## config.mk

```make
export PLATFORM = sky130hd
export DESIGN_NAME = if_stage
export DESIGN_NICKNAME = d
export VERILOG_FILES = /design/src/source/cpu_pkg.sv /design/src/source/if_stage.sv
export SDC_FILE = /design/constraint.sdc
export NUM_CORES = 1
export LEC_CHECK = 0
export BUFFER_PORTS_ARGS = -buffer_cell sky130_fd_sc_hd__buf_2
export CAP_MARGIN = 0
export CORE_MARGIN = 2
export CORE_UTILIZATION = 51
export DETAILED_ROUTE_END_ITERATION = 12
export PLACE_DENSITY = 0.89
export SKIP_LAST_GASP = 1
export SLEW_MARGIN = 20
export SYNTH_ARGS = -nofsm -noshare
export SYNTH_HDL_FRONTEND = slang
export SYNTH_SLANG_ARGS = --single-unit
```

## constraint.sdc

```tcl
create_clock -name clk -period 4.8 [get_ports clk]
set_input_delay 0.24 -clock clk [delete_from_list [all_inputs] [get_ports clk]]
set_output_delay 0.24 -clock clk [all_outputs]
set_load 0.1 [all_outputs]
```

## src/source/cpu_pkg.sv

```systemverilog
// widths, opcodes, alu operations, stage payload and port structs for the core
package cpu_pkg;

    localparam int xlen       = 64;
    localparam int reg_addr_w = 5;

    localparam logic [xlen-1:0] reset_pc = '0;

    localparam logic [6:0] opc_imm    = 7'b0010011;
    localparam logic [6:0] opc_reg    = 7'b0110011;
    localparam logic [6:0] opc_lui    = 7'b0110111;
    localparam logic [6:0] opc_load   = 7'b0000011;
    localparam logic [6:0] opc_store  = 7'b0100011;
    localparam logic [6:0] opc_branch = 7'b1100011;
    localparam logic [6:0] opc_jal    = 7'b1101111;
    localparam logic [6:0] opc_system = 7'b1110011;

    localparam logic [2:0]  f3_dword    = 3'b011;       // ld / sd width
    localparam logic [31:0] inst_ebreak = 32'h0010_0073;

    typedef enum logic [2:0] {
        alu_add,
        alu_sub,
        alu_and,
        alu_or,
        alu_xor,
        alu_slt,
        alu_pass_b      // lui and jal link value
    } alu_op_e;

    typedef struct packed {
        logic [xlen-1:0] pc;
        logic [31:0]     inst;
    } if_id_t;

    typedef struct packed {
        logic                  valid;
        logic [xlen-1:0]       pc;
        logic [xlen-1:0]       op_a;
        logic [xlen-1:0]       op_b;
        logic [xlen-1:0]       store_data;
        alu_op_e               alu_op;
        logic                  reg_wen;
        logic [reg_addr_w-1:0] rd;
        logic                  is_load;
        logic                  is_store;
        logic                  is_halt;
    } id_ex_t;

    typedef struct packed {
        logic                  valid;
        logic [xlen-1:0]       pc;
        logic [xlen-1:0]       alu_res;
        logic [xlen-1:0]       store_data;
        logic                  reg_wen;
        logic [reg_addr_w-1:0] rd;
        logic                  is_load;
        logic                  is_store;
        logic                  is_halt;
    } ex_mem_t;

    typedef struct packed {
        logic                  valid;
        logic [xlen-1:0]       pc;
        logic [xlen-1:0]       wdata;
        logic                  reg_wen;
        logic [reg_addr_w-1:0] rd;
        logic                  is_halt;
    } mem_wb_t;

    typedef struct packed {
        logic                  valid;
        logic [xlen-1:0]       pc;
        logic [reg_addr_w-1:0] rd;
        logic [xlen-1:0]       wdata;
        logic                  reg_wen;
    } retire_t;

    typedef struct packed {
        logic            cyc;
        logic            stb;
        logic            we;
        logic [xlen-1:0] adr;
        logic [xlen-1:0] dat_w;
    } wb_req_t;

    typedef struct packed {
        logic            ack;
        logic [xlen-1:0] dat_r;
    } wb_rsp_t;

    typedef struct packed {
        logic                  valid;
        logic                  reg_wen;
        logic [reg_addr_w-1:0] rd;
        logic [xlen-1:0]       value;
        logic                  is_load;   // value is an address, data not yet back
    } fwd_t;

endpackage

```

## src/source/if_stage.sv

```systemverilog
// program counter, halt latch and instruction fetch port
`timescale 1ns/10ps

module if_stage (
    input  logic                     clk,
    input  logic                     rst_n_i,
    input  logic                     stall_i,
    input  logic                     halt_i,
    input  logic                     redirect_i,
    input  logic [cpu_pkg::xlen-1:0] target_i,
    output logic [cpu_pkg::xlen-1:0] imem_addr_o,
    input  logic [31:0]              imem_data_i,
    output cpu_pkg::if_id_t          if_id_o
);
    import cpu_pkg::*;

    logic [xlen-1:0] pc_q;
    logic            halted_q;
    logic            freeze;

    assign freeze = halt_i || halted_q;   // ebreak in decode or already halted

    always_ff @(posedge clk or negedge rst_n_i) begin
        if (!rst_n_i) begin
            pc_q     <= reset_pc;
            halted_q <= 1'b0;
        end else begin
            if (halt_i) begin
                halted_q <= 1'b1;         // sticky until reset
            end
            if (!freeze && !stall_i) begin
                pc_q <= redirect_i ? target_i : pc_q + xlen'(4);
            end
        end
    end

    assign imem_addr_o  = pc_q;
    assign if_id_o.pc   = pc_q;
    assign if_id_o.inst = freeze ? '0 : imem_data_i;   // zero word decodes as bubble

endmodule

```

==> results.txt <==
setup TNS: 0 ns
Final period util: 54.37%
DRT Pass-1 Iters: 5
Post-Route WL: 17810 um
status: finished, final reports clean
switching power: 0.0007339 W
Pint: 0.0008624 W
Worst Reg-to-Reg Cells: 5
post-synth top area share: 30.76%
Peak Freq: 383.2 MHz
crit path DAT: 2.88 ns
core area: 0.01018 mm2
Syn Std Cell Area: 0.005288 mm2
final setup fails: 0
die width: 105.8 um
Final Max Tran Viols: 0
CTS tree: done
top cell family by delay on the critical path: simple AND/OR/NAND/NOR gates
Buf+Inv Stages, Crit Path: 0
R2R Path Start: imem_addr_o[24]$_DFFE_PN0P_
Vias/cell: 6.150
Tmin final: 2.610 ns
slowest CP cell: nor4_1
simple-gate share of the synthesized area: 36.44%
H-Tree Depth: 3
1st-iter DRT viols: 707
Worst Path Required: 5.07 ns
Mapped Nets: 769
die height: 105.8 um
synthesized flop and latch total: 65
Post-synth top flop: dfrtp_1
worst reg2reg endpoint: imem_addr_o[49]$_DFFE_PN0P_
clk_skew: 0.007272 ns
layout cells sized above 1: 36.21%
Worst Hold Launch: target_i[1]
Critical Path Sink Type: register
XOR/XNOR share of the synthesized area: 0%
aggregate global routing overflow: 0
hold path depth: 3
vias in the first global route: 5341
Power, Total: 0.001596 W
Max-cap violations: 0
sequential group share of total power: 38.7%
CP Max Fanout: 8
Logic pwr share: 34.9%
num rows: 37
max incr delay on CP: 0.87 ns
antenna diode count: 0
area delta synth->final: 20.00%
WS Path Type: register to register
Cells after DPL: 965
area leader, netlist: dfrtp_1
synth top area cells: dfrtp_1 (31%), buf_4 (9.2%), nand3_1 (4.8%), o21ai_0 (4.0%), and2_1 (3.8%)
Hold Vio Cnt, Final: 0
Startpoint Class: register
Reg2Reg Setup Slack: 2.19 ns
Clock Path Buffers: 2
FFs w/ async S/R, synth: 100.0%
Total GRT Usage: 30.84%
Worst Tran Pin Value: 0.9971 ns
root buffer cell: clkbuf_8
Hold WS: 0.07800 ns
I/O pins: 261
Synth Area in Compound Gates: 18.15%
top cells by count, synth: buf_4 (65), dfrtp_1 (65), nand2_1 (53), nand3_1 (51), nor2_1 (45)
post-synthesis sequential area ratio: 30.76%
DP HPWL: 12810 um
Routability Congestion: 0.9109
multiplexer area fraction after synthesis: 1.562%
Die Footprint: 0.01120 mm2
Syn Area/Cell: 7.927 um2
Static Leak: 3.019 nW
Layout Nets: 943
Non-Filler Instances: 981
initial antenna violation count: 1
clock network fraction of total power: 26.4%
Netlist cell types: 58
Hold Crit Endpoint: imem_addr_o[1]$_DFFE_PN0P_
Warnings, synthesis: 0
Post-Synthesis Cells: 667
Worst-path clk slew: 0.08 ns
CP Cell Sequence: nand4_1 > nor4_1 > nand3_1 > o31a_1 > a211oi_1
Hold WC Path Type: input pin to register
first-pass GRT wire length: 27740 um
relative slew slack: 32.91%
Starting Density: 51.92%
RSZ-0062 raised after global routing: no
antenna-violating nets left: 0
largest net degree at the start of global routing: 82
via count: 6033
EDFF count, synth: 0
Clock Latency Late Sink: 0.36 ns
PwrDens: 251.6 mW/mm2
main combinational cell family by area after synthesis: simple AND/OR/NAND/NOR gates
switching portion of total power: 45.97%
CTS Sinks: 65
CTS Buf Count: 9
Post-Synth Adder-Cell Area: 0.2366%
WL per Instance: 18.16 um
Max IR drop VDD: 0.2502 mV
port bufs: 260
DRC violations left: 0
-- logic make-up after synthesis --
| logic type | after synthesis |
|---|---|
| flops | 65 |
| compound gates | 149 |
| buf+inv | 115 |
| mux | 8 |
| simple gates | 329 |
| fa+ha+maj | 1 |
-- worst register-to-register path, delay by kind of cell (launching register included) --
| kind | cells | cell delay [ns] |
|---|---|---|
| AND/OR/NAND/NOR | 3 | 1.42 |
| AO/OA/AOI/OAI | 2 | 0.56 |
| flip-flops | 1 | 0.55 |
-- final cells by class --
cell class / count / area [um2]
flip-flops and latches: 65 / 1627
clock buffers: 11 / 141.4
repair buffers: 266 / 1351
well taps: 136 / 170.2
inverters: 12 / 45.04
multi-input cells: 487 / 2990
clock inverters: 4 / 20.02
fillers: 977 / 3840
-- worst max path at each step --
| stage | startpoint | cells past startpoint | endpoint | slack (ns) |
|---|---|---|---|---|
| floorplan | imem_addr_o[2]$_DFFE_PN0P_ | 7 | imem_addr_o[52]$_DFFE_PN0P_ | 1.99 |
| global placement | redirect_i | 6 | imem_addr_o[43]$_DFFE_PN0P_ | 2.36 |
| detailed placement | imem_addr_o[2]$_DFFE_PN0P_ | 6 | imem_addr_o[62]$_DFFE_PN0P_ | 2.31 |
| CTS | imem_addr_o[2]$_DFFE_PN0P_ | 6 | imem_addr_o[62]$_DFFE_PN0P_ | 2.29 |
| global route | imem_addr_o[2]$_DFFE_PN0P_ | 6 | imem_addr_o[62]$_DFFE_PN0P_ | 2.08 |
| finish | imem_addr_o[24]$_DFFE_PN0P_ | 5 | imem_addr_o[49]$_DFFE_PN0P_ | 2.19 |
-- per-layer routing --
| layer | vias to the layer above | GRT usage (%) | wire length [um] | share of wire [%] |
|---|---|---|---|---|
| li1 | 2790 | - | - | - |
| met1 | 2767 | 42.46 | 7320 | 41 |
| met2 | 417 | 48.06 | 8123 | 46 |
| met3 | 57 | 8.720 | 1919 | 11 |
| met4 | 2 | 7.519 | 435 | 2.4 |
| met5 | - | 0 | 13 | 0.073 |
-- power groups by stage --
stage          registers (W)  clock network (W)  logic [W]
2_1_floorplan       0.000789                  0   0.000297
3_3_place_gp        0.000624                  0   0.000554
3_5_place_dp        0.000626                  0   0.000555
4_1_cts             0.000615           0.000420   0.000557
5_1_grt             0.000621           0.000441   0.000579
6_report            0.000617           0.000422   0.000558
-- state kept, by name, indices dropped and copies added (netlist names) --
name / count
imem_addr_o: 64
halted_q: 1
-- metrics by stage --
step	worst slack, ns	utilization (%)	instance area [um2]
6_report	2.190	62.30	6345
5_1_grt	2.083	62.30	6345
4_1_cts	2.295	62.30	6345
3_5_place_dp	2.315	60.61	6173
3_3_place_gp	2.358	60.59	6171
2_1_floorplan	1.993	-	5288
-- layout by cell type, fill, tap and decap left out, drive strengths merged, types with 3 or more instances in the layout --
cell type  count
or3           11
clkinv         4
a21oi         38
o211ai        10
nand4b         4
mux2i          6
a32oi          9
nand3b         3
a211oi         3
nor4          21
o21ai         42
and2          32
o311ai         4
o2bb2ai        3
o311a          3
clkbuf        11
and3          19
nor3          25
a31o           4
nand4         31
nand2         53
nand3         53
a221oi         4
a22oi          4
and4           9
or2            3
o22ai          3
nor2          45
buf          265
inv           12
o31a           4
nor2b          4
dfrtp         65
or4           12
a31oi          7
-- repair_timing --
item | in CTS | in global routing
setup buffers | 0 | 0
hold buffers | 1 | 0
gates resized for setup | 0 | 0
endpoints found under the hold margin | 24 | 0
(Power assumes the default switching activity.)
