==> src/source/cpu_pkg.sv <==
// widths, opcodes, alu operations, stage payload and port structs for the core
package cpu_pkg;

    localparam int xlen       = 64;
    localparam int reg_addr_w = 5;

    localparam logic [xlen-1:0] reset_pc = '0;

    localparam logic [6:0] opc_imm    = 7'b0010011;
    localparam logic [6:0] opc_reg    = 7'b0110011;
    localparam logic [6:0] opc_lui    = 7'b0110111;
    localparam logic [6:0] opc_load   = 7'b0000011;
    localparam logic [6:0] opc_store  = 7'b0100011;
    localparam logic [6:0] opc_branch = 7'b1100011;
    localparam logic [6:0] opc_jal    = 7'b1101111;
    localparam logic [6:0] opc_system = 7'b1110011;

    localparam logic [2:0]  f3_dword    = 3'b011;       // ld / sd width
    localparam logic [31:0] inst_ebreak = 32'h0010_0073;

    typedef enum logic [2:0] {
        alu_add,
        alu_sub,
        alu_and,
        alu_or,
        alu_xor,
        alu_slt,
        alu_pass_b      // lui and jal link value
    } alu_op_e;

    typedef struct packed {
        logic [xlen-1:0] pc;
        logic [31:0]     inst;
    } if_id_t;

    typedef struct packed {
        logic                  valid;
        logic [xlen-1:0]       pc;
        logic [xlen-1:0]       op_a;
        logic [xlen-1:0]       op_b;
        logic [xlen-1:0]       store_data;
        alu_op_e               alu_op;
        logic                  reg_wen;
        logic [reg_addr_w-1:0] rd;
        logic                  is_load;
        logic                  is_store;
        logic                  is_halt;
    } id_ex_t;

    typedef struct packed {
        logic                  valid;
        logic [xlen-1:0]       pc;
        logic [xlen-1:0]       alu_res;
        logic [xlen-1:0]       store_data;
        logic                  reg_wen;
        logic [reg_addr_w-1:0] rd;
        logic                  is_load;
        logic                  is_store;
        logic                  is_halt;
    } ex_mem_t;

    typedef struct packed {
        logic                  valid;
        logic [xlen-1:0]       pc;
        logic [xlen-1:0]       wdata;
        logic                  reg_wen;
        logic [reg_addr_w-1:0] rd;
        logic                  is_halt;
    } mem_wb_t;

    typedef struct packed {
        logic                  valid;
        logic [xlen-1:0]       pc;
        logic [reg_addr_w-1:0] rd;
        logic [xlen-1:0]       wdata;
        logic                  reg_wen;
    } retire_t;

    typedef struct packed {
        logic            cyc;
        logic            stb;
        logic            we;
        logic [xlen-1:0] adr;
        logic [xlen-1:0] dat_w;
    } wb_req_t;

    typedef struct packed {
        logic            ack;
        logic [xlen-1:0] dat_r;
    } wb_rsp_t;

    typedef struct packed {
        logic                  valid;
        logic                  reg_wen;
        logic [reg_addr_w-1:0] rd;
        logic [xlen-1:0]       value;
        logic                  is_load;   // value is an address, data not yet back
    } fwd_t;

endpackage

==> src/source/ex_stage.sv <==
// alu, address sum for ld/sd, store data pass-through and forwarding source
`timescale 1ns/10ps

module ex_stage (
    input  cpu_pkg::id_ex_t  id_ex_i,
    output cpu_pkg::ex_mem_t ex_mem_o,
    output cpu_pkg::fwd_t    ex_fwd_o
);
    import cpu_pkg::*;

    logic [xlen-1:0] op_a;
    logic [xlen-1:0] op_b;
    logic [xlen-1:0] alu_res;

    assign op_a = id_ex_i.op_a;
    assign op_b = id_ex_i.op_b;

    always_comb begin
        case (id_ex_i.alu_op)
            alu_add: alu_res = op_a + op_b;   // also ld/sd address
            alu_sub: alu_res = op_a - op_b;
            alu_and: alu_res = op_a & op_b;
            alu_or:  alu_res = op_a | op_b;
            alu_xor: alu_res = op_a ^ op_b;
            alu_slt: alu_res = xlen'($signed(op_a) < $signed(op_b));
            default: alu_res = op_b;
        endcase
    end

    assign ex_mem_o.valid      = id_ex_i.valid;
    assign ex_mem_o.pc         = id_ex_i.pc;
    assign ex_mem_o.alu_res    = alu_res;
    assign ex_mem_o.store_data = id_ex_i.store_data;
    assign ex_mem_o.reg_wen    = id_ex_i.reg_wen;
    assign ex_mem_o.rd         = id_ex_i.rd;
    assign ex_mem_o.is_load    = id_ex_i.is_load;
    assign ex_mem_o.is_store   = id_ex_i.is_store;
    assign ex_mem_o.is_halt    = id_ex_i.is_halt;

    assign ex_fwd_o.valid   = id_ex_i.valid;
    assign ex_fwd_o.reg_wen = id_ex_i.reg_wen;
    assign ex_fwd_o.rd      = id_ex_i.rd;
    assign ex_fwd_o.value   = alu_res;
    assign ex_fwd_o.is_load = id_ex_i.is_load;   // decode stalls on this

endmodule

==> config.mk <==
export PLATFORM = sky130hd
export DESIGN_NAME = ex_stage
export DESIGN_NICKNAME = d
export VERILOG_FILES = /design/src/source/cpu_pkg.sv /design/src/source/ex_stage.sv
export SDC_FILE = /design/constraint.sdc
export NUM_CORES = 1
export LEC_CHECK = 0
export BUFFER_PORTS_ARGS = -buffer_cell sky130_fd_sc_hd__buf_2
export CAP_MARGIN = 20
export CELL_PAD_IN_SITES_DETAIL_PLACEMENT = 2
export CELL_PAD_IN_SITES_GLOBAL_PLACEMENT = 2
export CORE_AREA = 2 2 221 223
export DETAILED_ROUTE_END_ITERATION = 16
export DIE_AREA = 0 0 223 225
export PLACE_DENSITY = 0.9
export SETUP_SLACK_MARGIN = 0.05
export SLEW_MARGIN = 10
export SYNTH_ARGS = -nofsm -noshare
export SYNTH_HDL_FRONTEND = slang
export SYNTH_SLANG_ARGS = --single-unit
==> constraint.sdc <==
create_clock -name vclk -period 8.9
set_clock_uncertainty 0.05 [all_clocks]
set_input_delay 1.335 -clock vclk [all_inputs]
set_output_delay 1.335 -clock vclk [all_outputs]
set_load 0.03 [all_outputs]
==> results of run 1 <==
## worst max-delay path, cell delays in order
cell and delay, ns:
buf_2 0.10, inv_1 0.06, ha_1 0.57, nand4_1 0.36, nor4_1 0.69, a221oi_1 0.16, a31oi_1 0.31, a21oi_1 0.21
o41a_1 0.47, a21oi_2 0.34, a31oi_1 0.14, o311ai_0 0.30, nand2_1 0.11, a311oi_1 0.65, buf_2 0.33
## where the power goes
group          internal, uW  leakage, uW  switching, uW
Combinational           348      0.00609            820
Sequential                0            0              0
Clock                     0            0              0
## cell type report
type / count / area [sq um]
multi-input cells: 1582 / 10400
inverters: 202 / 759
well taps: 615 / 769
repair buffers: 276 / 1440
fillers: 5896 / 34200
## kinds of logic (layout without fill, tap and decap cells)
kind of cell               after synthesis  after routing  synth area share, %
AOI/OAI and AO/OA                      788            788                 36.6
xor gates and xnor gates                53             53                 3.50
adders and majority gates              203            203                 19.2
buffers and inverters                  542            478                 21.6
muxes                                   11             11                 1.24
and+or+nand+nor                        527            527                 17.9
## per-layer routing
| metal | wire length, um | part of all wire (%) | global-route usage (%) |
|---|---|---|---|
| met3 | 3710 | 5.7 | 2.79 |
| met1 | 28200 | 43 | 31.8 |
| met5 | 106 | 0.16 | 0.880 |
| met4 | 2210 | 3.4 | 7.77 |
| met2 | 31100 | 48 | 44.0 |
## path summary, 6_finish.rpt
| check | endpoint | slack, ns |
|---|---|---|
| worst max-delay path | ex_fwd_o[64] | 1.38 |
| worst min-delay path | ex_mem_o[10] | 2.62 |
## cells in the mapped netlist, drive strengths merged, types with 5 or more instances
cell and n:
a2111oi 7, a211oi 18, a21o 18, a21oi 298
a22oi 6, a311oi 9, a31oi 26, and2 8
buf 251, clkbuf 89, ha 201, inv 199
mux2i 6, nand2 132, nand2b 8, nand3 42
nand4 18, nor2 205, nor2b 17, nor3 44
nor4 25, o2111ai 6, o211ai 26, o21a 12
o21ai 181, o21bai 40, o221ai 11, o22ai 35
o311a 6, o311ai 6, o31a 8, o31ai 24
o32ai 5, o41ai 6, or2 5, or3 8
or4 7, xnor2 50
## stage by stage
stage	cells	area (sq um)	util, %
floorplan	2124	13300	-
global placement	2675	13400	28.2
detailed placement	2675	13400	28.2
CTS	2675	13400	28.2
global route	2675	13400	28.2
finish	2675	13400	28.2
==> metrics.yaml, run 1 <==
cells_and_area:
  antenna_cells: 0
  final_common_cell: "a21oi_1"
  flops_and_latches: 0
  layout_common_cells: "a21oi_1 (295), buf_2 (256), nor2_1 (203)"
  nets: 2534
  syn2layout_area_growth_pct: 0.791
  seq_area_sq_um: 0
  nClkBuffers: 0
  layout-drive-gt1-share_pct: 15.0
sta:
  slew_viol_final: 0
  period_share_pct: 84.5
  worst_pin_slew_ns: 0.991
  worst_hold_slack_ns: 2.62
  slew_headroom_pct: 33.7
  fmax_mhz: 133
  min_period_ns: 7.52
  setup_viol: 0
  fin_tns_setup_ns: 0
  rsz0062_at_grt: "no"
  setup_ws_ns: 1.38
  hold_violations: 0
synth:
  synth_top_area_share_pct: 18.9
  synth_top_cells_by_area: "ha_1 (19%), buf_4 (12%), a21oi_1 (11%)"
  syn_inst: 2124
  syn_area_sq_mm: 0.0133
  ys_warn_count: 0
  yosysSeqAreaShare_pct: 0
  yosysTopAreaCell: "ha_1"
  syn_avg_cell_area_sq_um: 6.25
  yosysUniqueCellTypes: 81
  synth_fp_nets: 2596
floorplan:
  num_io_pins: 543
  die_y_um: 225
  coreArea_sq_mm: 0.0475
  num_rows: 80
  dieArea_sq_mm: 0.0502
  initial_core_util_pct: 27.9
  die-width_um: 223
grt:
  grt_overflow: 0
  track_usage_pct: 25.0
  grt_pass1_wl_um: 99900
  grt_pass1_vias: 16800
  antenna_found_initial: 4
  grt_max_degree: 74
setup_path:
  crit_path_end_kind: "output pin"
  crit_path_start: "id_ex_i[93]"
  start_kind: "primary input"
  critPathRequiredTime_ns: 7.52
  critical_path_class: "in -> out"
  cp_max_fo: 15
  cp_data_arrival_time_ns: 6.14
placement:
  io_buffers: 259
  place_ws_ns: 1.61
  post-dp-hpwl_um: 53500
  gp_congestion: 0.952
worst_hold_path:
  hp-class: "in -> out"
  hp-start: "id_ex_i[13]"
  hold_depth: 0
power_and_ir_drop:
  powerDensity_mw_per_mm2: 87.2
  ir_drop_uv: 50.3
  p_leak_uw: 0.00609
  total_power_uw: 1170
route:
  post_drt_wl_per_cell_um: 24.4
  firstDrtPassIters: 5
  ant_nets: 0
  drt_iter0_drc: 1070
  vias: 15600
  drc_errors: 0
  totalWireLength_um: 65300
  vias_per_cell: 5.84
clock_network:
  cts_post_setup_buffers_inserted: 0
  cts_hold_buf: 0
  post_cts_resized: 0
job:
  max-cap-violations: 0
status:
  status: "completed"
Note: power is estimated with default switching activity, not from simulation.
==> run 2, diff against run 1 <==
CORE_AREA = 2 2 244 246   (was 2 2 221 223)
DIE_AREA = 0 0 246 248   (was 0 0 223 225)
PLACE_DENSITY = 0.78   (was 0.9)
clock period = 6.35 ns   (was 8.9 ns; I/O delays follow)
==> run 2 against run 1 <==
  * Die area is 22% higher
  * Routed wire length is 6.0% higher
  * Hold slack worse by 0.77 ns
  * Cell area is 5.7% higher
  * Non-clock buffer count is 58 higher
  * Power is 46% higher
  * Setup slack worse by 1.2 ns
  * Cell count is 8.2% higher
  * Flip-flop and latch count stayed put
  * First-iteration DRC count is 21% lower
  * Critical path type unchanged
  * Critical endpoint is now ex_fwd_o[61]
  * Largest cell class unchanged
==> metrics.yaml, run 2 (same netlist as run 1, synthesis figures left out) <==
status:
  status: "completed"  # unchanged
clock_network:
  cts_hold_buf: 0  # unchanged
grt:
  grt_max_degree: 76  # was 74
  antenna_found_initial: 7  # was 4
  grt_pass1_wl_um: 104000  # was 99,900 um
  track_usage_pct: 21.6  # was 25.0%
  grt_overflow: 0  # unchanged
  grt_pass1_vias: 17000  # was 16.8k
power_and_ir_drop:
  powerDensity_mw_per_mm2: 121  # was 87.2 mW/mm^2
  p_leak_uw: 0.00639  # was 0.00609 uW
  total_power_uw: 1710  # was 1170 uW
  ir_drop_uv: 61.8  # was 50.3 uV
setup_path:
  crit_end: "ex_fwd_o[61]"  # was ex_fwd_o[64]
  critPathRequiredTime_ns: 5.35  # was 7.52 ns
  start_kind: "primary input"  # unchanged
  cp_max_fo: 5  # was 15
  cp_data_arrival_time_ns: 5.14  # was 6.14 ns
  crit_path_start: "id_ex_i[76]"  # was id_ex_i[93]
  crit_path_end_kind: "output pin"  # unchanged
  critical_path_class: "in -> out"  # unchanged
cells_and_area:
  final_common_cell: "a21oi_1"  # unchanged
  design_area_sq_mm: 0.0141  # was 0.0134 sq mm
  postLayoutCoreUtil_pct: 24.2  # was 28.2%
  syn2layout_area_growth_pct: 6.49  # was 0.791%
  layout_common_cells: "a21oi_1 (294), buf_2 (255), nor2_1 (204)"  # was a21oi_1 (295), buf_2 (256), nor2_1 (203)
  nets: 2592  # was 2,534
  flops_and_latches: 0  # unchanged
  layout-drive-gt1-share_pct: 18.1  # was 15.0%
  nClkBuffers: 0  # unchanged
  fin_cells: 2894  # was 2,675
  multi_input_area_sq_mm: 0.0105  # was 0.0104 sq mm
  fillers: 7174  # was 5,896
  seq_area_sq_um: 0  # unchanged
sta:
  slew_viol_final: 0  # unchanged
  rsz0062_at_grt: "no"  # unchanged
  fmax_mhz: 163
  setup_viol: 0  # unchanged
  worst_hold_slack_ns: 1.86  # was 2.62 ns
  slew_headroom_pct: 30.3  # was 33.7%
  worst_pin_slew_ns: 1.04  # was 0.991 ns
  hold_violations: 0  # unchanged
  period_share_pct: 96.7
  min_period_ns: 6.14
job:
  max-cap-violations: 0  # unchanged
route:
  firstDrtPassIters: 7  # was 5
  post_drt_wl_per_cell_um: 23.9  # was 24.4 um
  drt_iter0_drc: 846  # was 1,070
  vias: 15800  # was 15.6k
  totalWireLength_um: 69200  # was 65,300 um
  vias_per_cell: 5.46  # was 5.84
  ant_nets: 0  # unchanged
  drc_errors: 0  # unchanged
worst_hold_path:
  hp-class: "in -> out"  # unchanged
floorplan:
  num_io_pins: 543  # unchanged
  coreArea_sq_mm: 0.0585  # was 0.0475 sq mm
  die-width_um: 246  # was 223 um
  dieArea_sq_mm: 0.0610  # was 0.0502 sq mm
  initial_core_util_pct: 22.7  # was 27.9%
  num_rows: 89  # was 80
  die_y_um: 248  # was 225 um
placement:
  placed_cell_area_sq_mm: 0.0140  # was 0.0134 sq mm
  io_buffers: 259  # unchanged
  gp_congestion: 0.900  # was 0.952
  dp.cells: 2888  # was 2,675
  post-dp-hpwl_um: 56900  # was 53,500 um
==> run 2: cell type report <==
type,instances,area share (%)
well taps,773,6.84
diodes,3,0.0531
inverters,202,5.36
multi-input cells,1582,74.3
repair buffers,334,13.4
==> run 2: worst min path at each step <==
stage	startpoint	endpoint	slack, ns	cells after the start
after CTS	id_ex_i[15]	ex_mem_o[12]	1.86	0
after detailed placement	id_ex_i[15]	ex_mem_o[12]	1.86	0
after floorplan	id_ex_i[2]	ex_fwd_o[0]	1.99	1
after global placement	id_ex_i[15]	ex_mem_o[12]	1.86	0
after global routing	id_ex_i[205]	ex_mem_o[138]	1.86	0
final	id_ex_i[16]	ex_mem_o[13]	1.86	0
==> run 2: per-layer routing <==
layer | part of all wire (%) | vias up | global-route usage [%]
met5 | 0.059 | - | 0
met4 | 2.1 | 6 | 4.51
met3 | 4.7 | 108 | 2.91
met2 | 49 | 455 | 38.6
met1 | 44 | 7960 | 27.6
li1 | - | 7270 | -
==> run 2: repair_timing <==
item                       CTS  global route
setup endpoints to repair    8            32
pin swaps                    0             2
setup buffers                0             2
gates resized for setup      2            19
==> run 2: stage by stage <==
| step | TNS (ns) | setup slack (ns) |
|---|---|---|
| 2_1_floorplan | 0 | 0.729 |
| 3_3_place_gp | 0 | 0.114 |
| 3_5_place_dp | -0.299 | -0.137 |
| 4_1_cts | 0 | 0.136 |
| 5_1_grt | 0 | 0.0569 |
| 6_report | 0 | 0.210 |
==> run 2: worst max-delay path: stages <==
cell and delay, ns:
buf_2 0.13, ha_1 0.25, inv_1 0.08, fa_1 0.42, nor2b_2 0.19, o2111ai_1 0.22, a211o_1 0.35, nand2_1 0.19
a21oi_1 0.16, o311a_1 0.48, o31a_1 0.37, o21ai_1 0.16, buf_4 0.19, a21oi_1 0.09, o22ai_1 0.26, xnor2_1 0.12
o221ai_1 0.26, clkbuf_4 0.27
==> run 2: where the power goes <==
group | total [uW] | internal, uW | switching, uW
Clock | 0.0000637 | 0.0000637 | 0
Sequential | 0 | 0 | 0
Combinational | 1710 | 534 | 1180
