<file path="config.mk">
export PLATFORM = sky130hd
export DESIGN_NAME = id_stage
export DESIGN_NICKNAME = d
export VERILOG_FILES = /design/src/source/cpu_pkg.sv /design/src/source/id_stage.sv
export SDC_FILE = /design/constraint.sdc
export NUM_CORES = 1
export LEC_CHECK = 0
export BUFFER_PORTS_ARGS = -buffer_cell sky130_fd_sc_hd__buf_4
export CAP_MARGIN = 20
export CORE_AREA = 2 2 279 281
export DETAILED_ROUTE_END_ITERATION = 8
export DIE_AREA = 0 0 281 283
export PLACE_DENSITY = 0.42
export SETUP_SLACK_MARGIN = 0.5
export SYNTH_ARGS = -nofsm -noshare
export SYNTH_HDL_FRONTEND = slang
export SYNTH_SLANG_ARGS = --single-unit
export TNS_END_PERCENT = 10
</file>
<file path="constraint.sdc">
create_clock -name vclk -period 12.1
set_input_delay 3.025 -clock vclk [all_inputs]
set_output_delay 3.025 -clock vclk [all_outputs]
set_load 0.005 [all_outputs]
</file>
<file path="src/source/cpu_pkg.sv">
// widths, opcodes, alu operations, stage payload and port structs for the core
package cpu_pkg;

    localparam int xlen       = 64;
    localparam int reg_addr_w = 5;

    localparam logic [xlen-1:0] reset_pc = '0;

    localparam logic [6:0] opc_imm    = 7'b0010011;
    localparam logic [6:0] opc_reg    = 7'b0110011;
    localparam logic [6:0] opc_lui    = 7'b0110111;
    localparam logic [6:0] opc_load   = 7'b0000011;
    localparam logic [6:0] opc_store  = 7'b0100011;
    localparam logic [6:0] opc_branch = 7'b1100011;
    localparam logic [6:0] opc_jal    = 7'b1101111;
    localparam logic [6:0] opc_system = 7'b1110011;

    localparam logic [2:0]  f3_dword    = 3'b011;       // ld / sd width
    localparam logic [31:0] inst_ebreak = 32'h0010_0073;

    typedef enum logic [2:0] {
        alu_add,
        alu_sub,
        alu_and,
        alu_or,
        alu_xor,
        alu_slt,
        alu_pass_b      // lui and jal link value
    } alu_op_e;

    typedef struct packed {
        logic [xlen-1:0] pc;
        logic [31:0]     inst;
    } if_id_t;

    typedef struct packed {
        logic                  valid;
        logic [xlen-1:0]       pc;
        logic [xlen-1:0]       op_a;
        logic [xlen-1:0]       op_b;
        logic [xlen-1:0]       store_data;
        alu_op_e               alu_op;
        logic                  reg_wen;
        logic [reg_addr_w-1:0] rd;
        logic                  is_load;
        logic                  is_store;
        logic                  is_halt;
    } id_ex_t;

    typedef struct packed {
        logic                  valid;
        logic [xlen-1:0]       pc;
        logic [xlen-1:0]       alu_res;
        logic [xlen-1:0]       store_data;
        logic                  reg_wen;
        logic [reg_addr_w-1:0] rd;
        logic                  is_load;
        logic                  is_store;
        logic                  is_halt;
    } ex_mem_t;

    typedef struct packed {
        logic                  valid;
        logic [xlen-1:0]       pc;
        logic [xlen-1:0]       wdata;
        logic                  reg_wen;
        logic [reg_addr_w-1:0] rd;
        logic                  is_halt;
    } mem_wb_t;

    typedef struct packed {
        logic                  valid;
        logic [xlen-1:0]       pc;
        logic [reg_addr_w-1:0] rd;
        logic [xlen-1:0]       wdata;
        logic                  reg_wen;
    } retire_t;

    typedef struct packed {
        logic            cyc;
        logic            stb;
        logic            we;
        logic [xlen-1:0] adr;
        logic [xlen-1:0] dat_w;
    } wb_req_t;

    typedef struct packed {
        logic            ack;
        logic [xlen-1:0] dat_r;
    } wb_rsp_t;

    typedef struct packed {
        logic                  valid;
        logic                  reg_wen;
        logic [reg_addr_w-1:0] rd;
        logic [xlen-1:0]       value;
        logic                  is_load;   // value is an address, data not yet back
    } fwd_t;

endpackage

</file>
<file path="src/source/id_stage.sv">
// decode, operand forwarding, load-use detection and branch/jal resolution
`timescale 1ns/10ps

module id_stage (
    input  cpu_pkg::if_id_t                if_id_i,
    output logic [cpu_pkg::reg_addr_w-1:0] rs1_o,
    output logic [cpu_pkg::reg_addr_w-1:0] rs2_o,
    input  logic [cpu_pkg::xlen-1:0]       rd1_i,
    input  logic [cpu_pkg::xlen-1:0]       rd2_i,
    input  cpu_pkg::fwd_t                  ex_fwd_i,
    input  cpu_pkg::fwd_t                  mem_fwd_i,
    output cpu_pkg::id_ex_t                id_ex_o,
    output logic                           ld_stall_o,
    output logic                           redirect_o,
    output logic [cpu_pkg::xlen-1:0]       target_o
);
    import cpu_pkg::*;

    logic [31:0]           inst;
    logic [6:0]            opcode;
    logic [2:0]            funct3;
    logic [reg_addr_w-1:0] rd;
    logic [xlen-1:0]       imm_i, imm_s, imm_b, imm_u, imm_j;
    logic [xlen-1:0]       src1, src2;
    logic                  use_rs1, use_rs2, is_beq, is_bne, is_jal, taken;
    logic                  dec_valid, dec_wen, dec_load, dec_store, dec_halt;
    alu_op_e               dec_op;
    logic [xlen-1:0]       dec_op_b;

    function automatic logic fwd_hit(fwd_t f, logic [reg_addr_w-1:0] rs);
        return f.valid && f.reg_wen && (f.rd == rs) && (rs != '0);
    endfunction

    function automatic logic [xlen-1:0] fwd_val(logic [reg_addr_w-1:0] rs,
                                                logic [xlen-1:0] rf_val,
                                                fwd_t ex, fwd_t mem);
        if (fwd_hit(ex, rs)) return ex.value;     // youngest result first
        if (fwd_hit(mem, rs)) return mem.value;
        return rf_val;
    endfunction

    assign inst   = if_id_i.inst;
    assign opcode = inst[6:0];
    assign funct3 = inst[14:12];
    assign rd     = inst[11:7];
    assign rs1_o  = inst[19:15];
    assign rs2_o  = inst[24:20];

    assign imm_i = {{52{inst[31]}}, inst[31:20]};
    assign imm_s = {{52{inst[31]}}, inst[31:25], inst[11:7]};
    assign imm_b = {{51{inst[31]}}, inst[31], inst[7], inst[30:25], inst[11:8], 1'b0};
    assign imm_u = {{32{inst[31]}}, inst[31:12], 12'b0};
    assign imm_j = {{43{inst[31]}}, inst[31], inst[19:12], inst[20], inst[30:21], 1'b0};

    assign src1 = fwd_val(rs1_o, rd1_i, ex_fwd_i, mem_fwd_i);
    assign src2 = fwd_val(rs2_o, rd2_i, ex_fwd_i, mem_fwd_i);

    always_comb begin
        dec_valid = 1'b1;
        dec_wen   = 1'b0;
        dec_load  = 1'b0;
        dec_store = 1'b0;
        dec_halt  = 1'b0;
        use_rs1   = 1'b0;
        use_rs2   = 1'b0;
        is_beq    = 1'b0;
        is_bne    = 1'b0;
        is_jal    = 1'b0;
        dec_op    = alu_add;
        dec_op_b  = imm_i;
        case (opcode)
            opc_imm: begin
                use_rs1   = 1'b1;
                dec_wen   = 1'b1;
                dec_valid = (funct3 == 3'b000);   // addi only
            end
            opc_reg: begin
                use_rs1  = 1'b1;
                use_rs2  = 1'b1;
                dec_wen  = 1'b1;
                dec_op_b = src2;
                case ({inst[30], funct3})
                    4'b0_000: dec_op = alu_add;
                    4'b1_000: dec_op = alu_sub;
                    4'b0_111: dec_op = alu_and;
                    4'b0_110: dec_op = alu_or;
                    4'b0_100: dec_op = alu_xor;
                    4'b0_010: dec_op = alu_slt;
                    default:  dec_valid = 1'b0;
                endcase
            end
            opc_lui: begin
                dec_wen  = 1'b1;
                dec_op   = alu_pass_b;
                dec_op_b = imm_u;
            end
            opc_load: begin
                use_rs1   = 1'b1;
                dec_wen   = 1'b1;
                dec_load  = 1'b1;
                dec_valid = (funct3 == f3_dword);
            end
            opc_store: begin
                use_rs1   = 1'b1;
                use_rs2   = 1'b1;
                dec_store = 1'b1;
                dec_op_b  = imm_s;
                dec_valid = (funct3 == f3_dword);
            end
            opc_branch: begin
                use_rs1   = 1'b1;
                use_rs2   = 1'b1;
                is_beq    = (funct3 == 3'b000);
                is_bne    = (funct3 == 3'b001);
                dec_valid = is_beq || is_bne;
            end
            opc_jal: begin
                dec_wen  = 1'b1;
                is_jal   = 1'b1;
                dec_op   = alu_pass_b;
                dec_op_b = if_id_i.pc + xlen'(4);   // link value
            end
            opc_system: begin
                dec_halt  = (inst == inst_ebreak);
                dec_valid = 1'b0;                 // halts, writes nothing
            end
            default: dec_valid = 1'b0;            // unknown opcode or bubble
        endcase
    end

    assign ld_stall_o = ex_fwd_i.is_load && dec_valid &&
                        ((use_rs1 && fwd_hit(ex_fwd_i, rs1_o)) ||
                         (use_rs2 && fwd_hit(ex_fwd_i, rs2_o)));

    assign taken      = (is_beq && (src1 == src2)) || (is_bne && (src1 != src2)) || is_jal;
    assign redirect_o = taken && !ld_stall_o;     // wait for load data before resolving
    assign target_o   = if_id_i.pc + (is_jal ? imm_j : imm_b);

    assign id_ex_o.valid      = dec_valid;
    assign id_ex_o.pc         = if_id_i.pc;
    assign id_ex_o.op_a       = src1;
    assign id_ex_o.op_b       = dec_op_b;
    assign id_ex_o.store_data = src2;
    assign id_ex_o.alu_op     = dec_op;
    assign id_ex_o.reg_wen    = dec_valid && dec_wen && (rd != '0);
    assign id_ex_o.rd         = rd;
    assign id_ex_o.is_load    = dec_valid && dec_load;
    assign id_ex_o.is_store   = dec_valid && dec_store;
    assign id_ex_o.is_halt    = dec_halt;

endmodule

</file>
==> results.md, run 1 <==
* Status: complete, but fails checks
* Failing checks: design-rule violations
* Avg WL per Cell at 30.84 microns
* Kind of end point of the critical path: output port
* Maxcap violations at 0
* CP max-delay cell: or3_2
* Synth Area per Inst at 6.521 sq um
* GRT Overall Usage at 24.24%
* 1st-iter DRT viols at approximately 1.6k
* Endpoints failing hold at 0
* Crit share post-route at 91.25%
* Largest net degree at the start of global routing at 55
* Synth warnings at 0
* Post-Synthesis Cells at 1754
* CP Launch Type: input port
* First-pass GRT wire length at around 140000 microns
* FF+latch area at 0 sq um
* Most frequent cells in the layout: 784 x buf_4, 153 x nand4_1, 147 x nor4_1, 138 x nand2_1, 134 x xor2_1
* DRT Pass-1 Iters at 9
* Half-perimeter wire length after placement at between 80000 and 90000 microns
* Nets@finish at 2715
* GP Congestion at 0.9169
* CTS resizes at 0
* Critical path buffers and inverters at 2
* Largest stage delay, worst path at 0.62 ns
* # hold bufs at CTS at 0
* WS Path Type: in -> out
* Synthesized area at between 10000 and 15000 sq um
* Synth cell types at 63
* IO Pins at 713
* Sequential-to-total area share from yosys stat at 0%
* Crit-path max FO at 8
* Starting density of the core at 14.91%
* Die Area at 79520 sq um
* Least-Margin Pin Slew at 1.163 ns
* Max Clk Rate at 90.57 MHz
* WL final at approximately 100000 microns
* Hold_ws at 6.251 ns
* Drt drc at 3
* Layout cells sized above 1 at 36.34%
* Fill cell count at ~8.7k
* Crit path required time at 9.07 ns
* # clk buffers at 0
* Post-synth net total at 2186
* Setup Buffers After CTS at 0
* Commonest non-fill, non-tap cell in the layout: buf_4
* Row cnt at roughly 100
* Worst path top cell family by delay: compound AO/OA/AOI/OAI gates
* Final min period at 11.04 ns
* Vias in the first global route at 17.76k
* GRT overflow at 0
* Unrepaired setup endpoints after global routing: false
* Critical Path, Cell by Cell: buf_4, nand2b_1, or3_2, and2_1, a21o_1, ha_1, nand3_1, nor2_1, a221oi_1, nor4b_2, o21ai_1, a21oi_1, o21ai_0, a21oi_2, o21ai_1, a221oi_1, xnor2_1, buf_4
* Seq cells at 0
* HP Start: if_id_i[32]
* Port bufs at between 700 and 800
* Multi-input combinational cell area at 10160 sq um
* Final ANT Viol Nets at 0
* Arrival @ worst endpoint at approximately 8 ns
* Vias per cell at 5.412
* Final setup vio count at 0
* Vias at around 18k
* Slew margin rel. at 22.10%
* TNS Setup at 0 ns
* Core area at 76700 sq um
* Hold Path Class: in -> out
* Die Height at 283 microns
* CP Launch Point: if_id_i[4]
* Area growth, synth to finish at 53.51%
* Initial antenna violation count at 16
* Die X at 281 microns
* Max-slew violations at 0
## kinds of logic (layout without fill, tap and decap cells)
logic type      after synthesis  count (layout)  synth area share, %
simple gates                638             638                31.06
mux                           1               1              0.08752
compound gates              564             564                33.48
xor+xnor                    203             203                15.55
other cells                   0              15                    0
buf+inv                     284             811                12.77
fa+ha+maj                    64              64                7.067
## area by class of cell
| cell class | instances | area share, % |
|---|---|---|
| multi-input cells | 1470 | 57.88 |
| repair buffers | 789 | 34.02 |
| well taps | 1040 | 7.412 |
| inverters | 22 | 0.4704 |
| diodes | 15 | 0.2138 |
## synthesized netlist by cell type, types with 30 or more instances
library cell,instances,area (sq um)
nand3_1,42,210.2
nor4_1,148,925.9
nand4_1,153,957.2
a21o_1,41,307.8
o31ai_1,131,983.4
xor2_1,134,1174
nand2_1,140,525.5
nor2_1,43,161.4
buf_2,30,150.1
buf_4,87,653.1
o21ai_0,56,280.3
o211ai_1,32,240.2
a21oi_1,71,355.3
ha_1,63,788.3
a31oi_1,134,838.3
clkbuf_1,136,510.5
xnor2_1,69,604.3
## path summary, 6_finish.rpt
check / to / slack, ns / depth (start not counted)
hold / removal: target_o[0] / 6.25 / 2
setup / recovery: target_o[62] / 1.06 / 18
## per-layer routing
metal | routed length, microns | global-route usage (%) | vias up
li1 | - | - | 7896
met1 | 42840 | 31.72 | 8881
met2 | 47900 | 40.57 | 1114
met3 | 8710 | 3.966 | 159
met4 | 3408 | 7.045 | 6
met5 | 36 | 0 | -
## through the flow
step	area [sq um]	setup WS, ns	util (%)	cells
CTS	17500	1.078	22.82	3319
global placement	17500	1.069	22.81	3318
detailed placement	17500	1.088	22.82	3319
floorplan	11440	2.226	-	1754
finish	17560	1.059	22.89	3336
global route	17530	0.8297	22.86	3326
==> run 2, diff against run 1 <==
CELL_PAD_IN_SITES_DETAIL_PLACEMENT = 1   (was not set)
CELL_PAD_IN_SITES_GLOBAL_PLACEMENT = 1   (was not set)
CORE_AREA = 2 2 281 283   (was 2 2 279 281)
DIE_AREA = 0 0 283 285   (was 0 0 281 283)
PLACE_DENSITY = 0.55   (was 0.42)
==> run 2 against run 1 <==
- the run now ends clean
- flip-flop and latch count unchanged
- wire length is 2.6% higher
- worst setup slack lost 0.30 ns
- via count fell by 1.6%
- final cell count up 0.15%
- global-route usage increased by 0.45 points
- non-clock buffer count grew 7
- worst hold slack improved by 0.010 ns
- critical endpoint unchanged
- largest cell class unchanged
- highest routed layer unchanged
==> results.md, run 2 (same netlist as run 1, synthesis figures left out) <==
* Max-slew violations at 0
* First-pass GRT wire length at 147000 microns
* Clock group share of total power at 0%
* Final ANT Viol Nets at 0
* Avg WL per Cell at between 30 and 40 microns
* TNS Setup at 0 ns
* Critical path buffers and inverters at 3
* # clk buffers at 0
* Finished Layout Cells at 3341
* Core area at around 78000 sq um
* Die X at 283 microns
* Worst path depth at 18
* Most frequent cells in the layout: 787 x buf_4, 153 x nand4_1, 147 x nor4_1, 138 x nand2_1
* Unrepaired setup endpoints after global routing: false
* Largest net degree at the start of global routing at 65
* Row cnt at 103
* Cell area after placement at 17600 sq um
* Logic pwr share at 100.0%
* Status: finished, final reports clean
* Commonest non-fill, non-tap cell in the layout: buf_4
* WS Path Type: in -> out
* Crit share post-route at 93.74%
* GP Congestion at 0.9391
* Max IR drop VDD at 0.00002620 V
* Cell area after layout at 17610 sq um
* Initial antenna violation count at 23
* WL final at 105600 microns
* Vias per cell at between 5 and 6
* HP Start: if_id_i[32]
* Kind of end point of the critical path: output port
* Pint at 0.3603 mW
* Hold Crit Depth at 2
* WHS Endpoint: id_ex_o[204]
* 1st-iter DRT viols at 1314
* CTS resizes at 0
* Post-Place Cells at 3338
* Layout cells sized above 1 at 36.49%
* Endpoints failing hold at 0
* Maxcap violations at 0
* Crit-path max FO at 40
* Largest stage delay, worst path at roughly 0.93 ns
* PwrDens at ~50 nW/um^2
* Net Sw Frac at 59.19%
* Final min period at 11.34 ns
* Final setup vio count at 0
* Drt drc at 0
* Die Area at roughly 81000 sq um
* GRT overflow at 0
* Vias at ~18k
* Slew margin rel. at 26.85%
* Worst path top cell family by delay: compound AO/OA/AOI/OAI gates
* Die Height at around 290 microns
* Hold Path Class: in -> out
* Critical Path, Cell by Cell: buf_4, nand2b_1, or3_2, buf_4, nand2_1, nand2_1, ha_1, nand4_1, a2111oi_0, nor4b_2, o21ai_1, a21oi_1, o21ai_0, a21oi_2, o21ai_1, a221oi_1, xnor2_1, buf_4
* FF+latch area at 0 sq um
* Starting density of the core at 14.67%
* Setup Buffers After CTS at 0
* IO Pins at 713
* GRT Overall Usage at 24.69%
* Crit path required time at 9.07 ns
* Arrival @ worst endpoint at 8.32 ns
* Vias in the first global route at between 15k and 20k
* DRT Pass-1 Iters at 8
* CP most frequent cell: buf_4
* Half-perimeter wire length after placement at 87000 microns
* # hold bufs at CTS at 0
* Port bufs at 712
* Nets@finish at 2722
* Hold_ws at 6.261 ns
* Area growth, synth to finish at 53.99%
* Seq pwr share at 0%
* CP max-delay cell: a2111oi_0
* Sw Pwr at roughly 0.52 mW
* Max Clk Rate at just under 90 MHz
* Static Leak at ~7.0 nW
* Least-Margin Pin Slew at 1.092 ns
* CP Launch Type: input port
* Seq cells at 0
-- run 2: changes by cell type in the layout (fill, tap and decap cells not counted), sizes merged --
cell    change
clkbuf      -1
buf         +8
diode      -12
-- run 2: worst max-delay path by stage --
stage	start	endpoint
finish	if_id_i[4]	target_o[62]
global route	if_id_i[4]	target_o[62]
CTS	if_id_i[4]	target_o[62]
detailed placement	if_id_i[4]	target_o[62]
global placement	if_id_i[4]	target_o[62]
floorplan	if_id_i[4]	target_o[61]
-- run 2: power groups by stage --
stage / Combinational, mW / Clock [mW] / Sequential (mW)
3_3_place_gp: 0.873 / 0 / 0
3_5_place_dp: 0.877 / 0 / 0
5_1_grt: 0.934 / 0.0000000111 / 0
6_report: 0.883 / 0.0000000334 / 0
2_1_floorplan: 0.373 / 0 / 0
4_1_cts: 0.881 / 0 / 0
-- run 2: final cells by class --
cell class                 instances  area (sq um)
tap                             1050          1314
inverter                          22         82.58
fill                            9617         60360
timing repair buffer             796          6088
multi-input combinational       1470         10120
antenna                            3         7.507
-- run 2: metrics by stage --
stage,utilization (%),power (mW),setup slack (ns)
3_3_place_gp,22.58,0.8730,0.8858
3_5_place_dp,22.58,0.8772,0.7930
6_report,22.59,0.8827,0.7580
4_1_cts,22.58,0.8813,0.7933
2_1_floorplan,-,0.3734,2.226
5_1_grt,22.58,0.9341,0.5112
-- run 2: routing by layer --
layer / vias up / wire length [microns] / global-route usage, %
met2: 903 / 49240 / 41.47
met1: 8803 / 44150 / 31.48
li1: 7905 / - / -
met5: - / 105 / 0
met3: 139 / 9053 / 6.264
met4: 16 / 3059 / 5.918
Power figures use the tool's default switching activity.
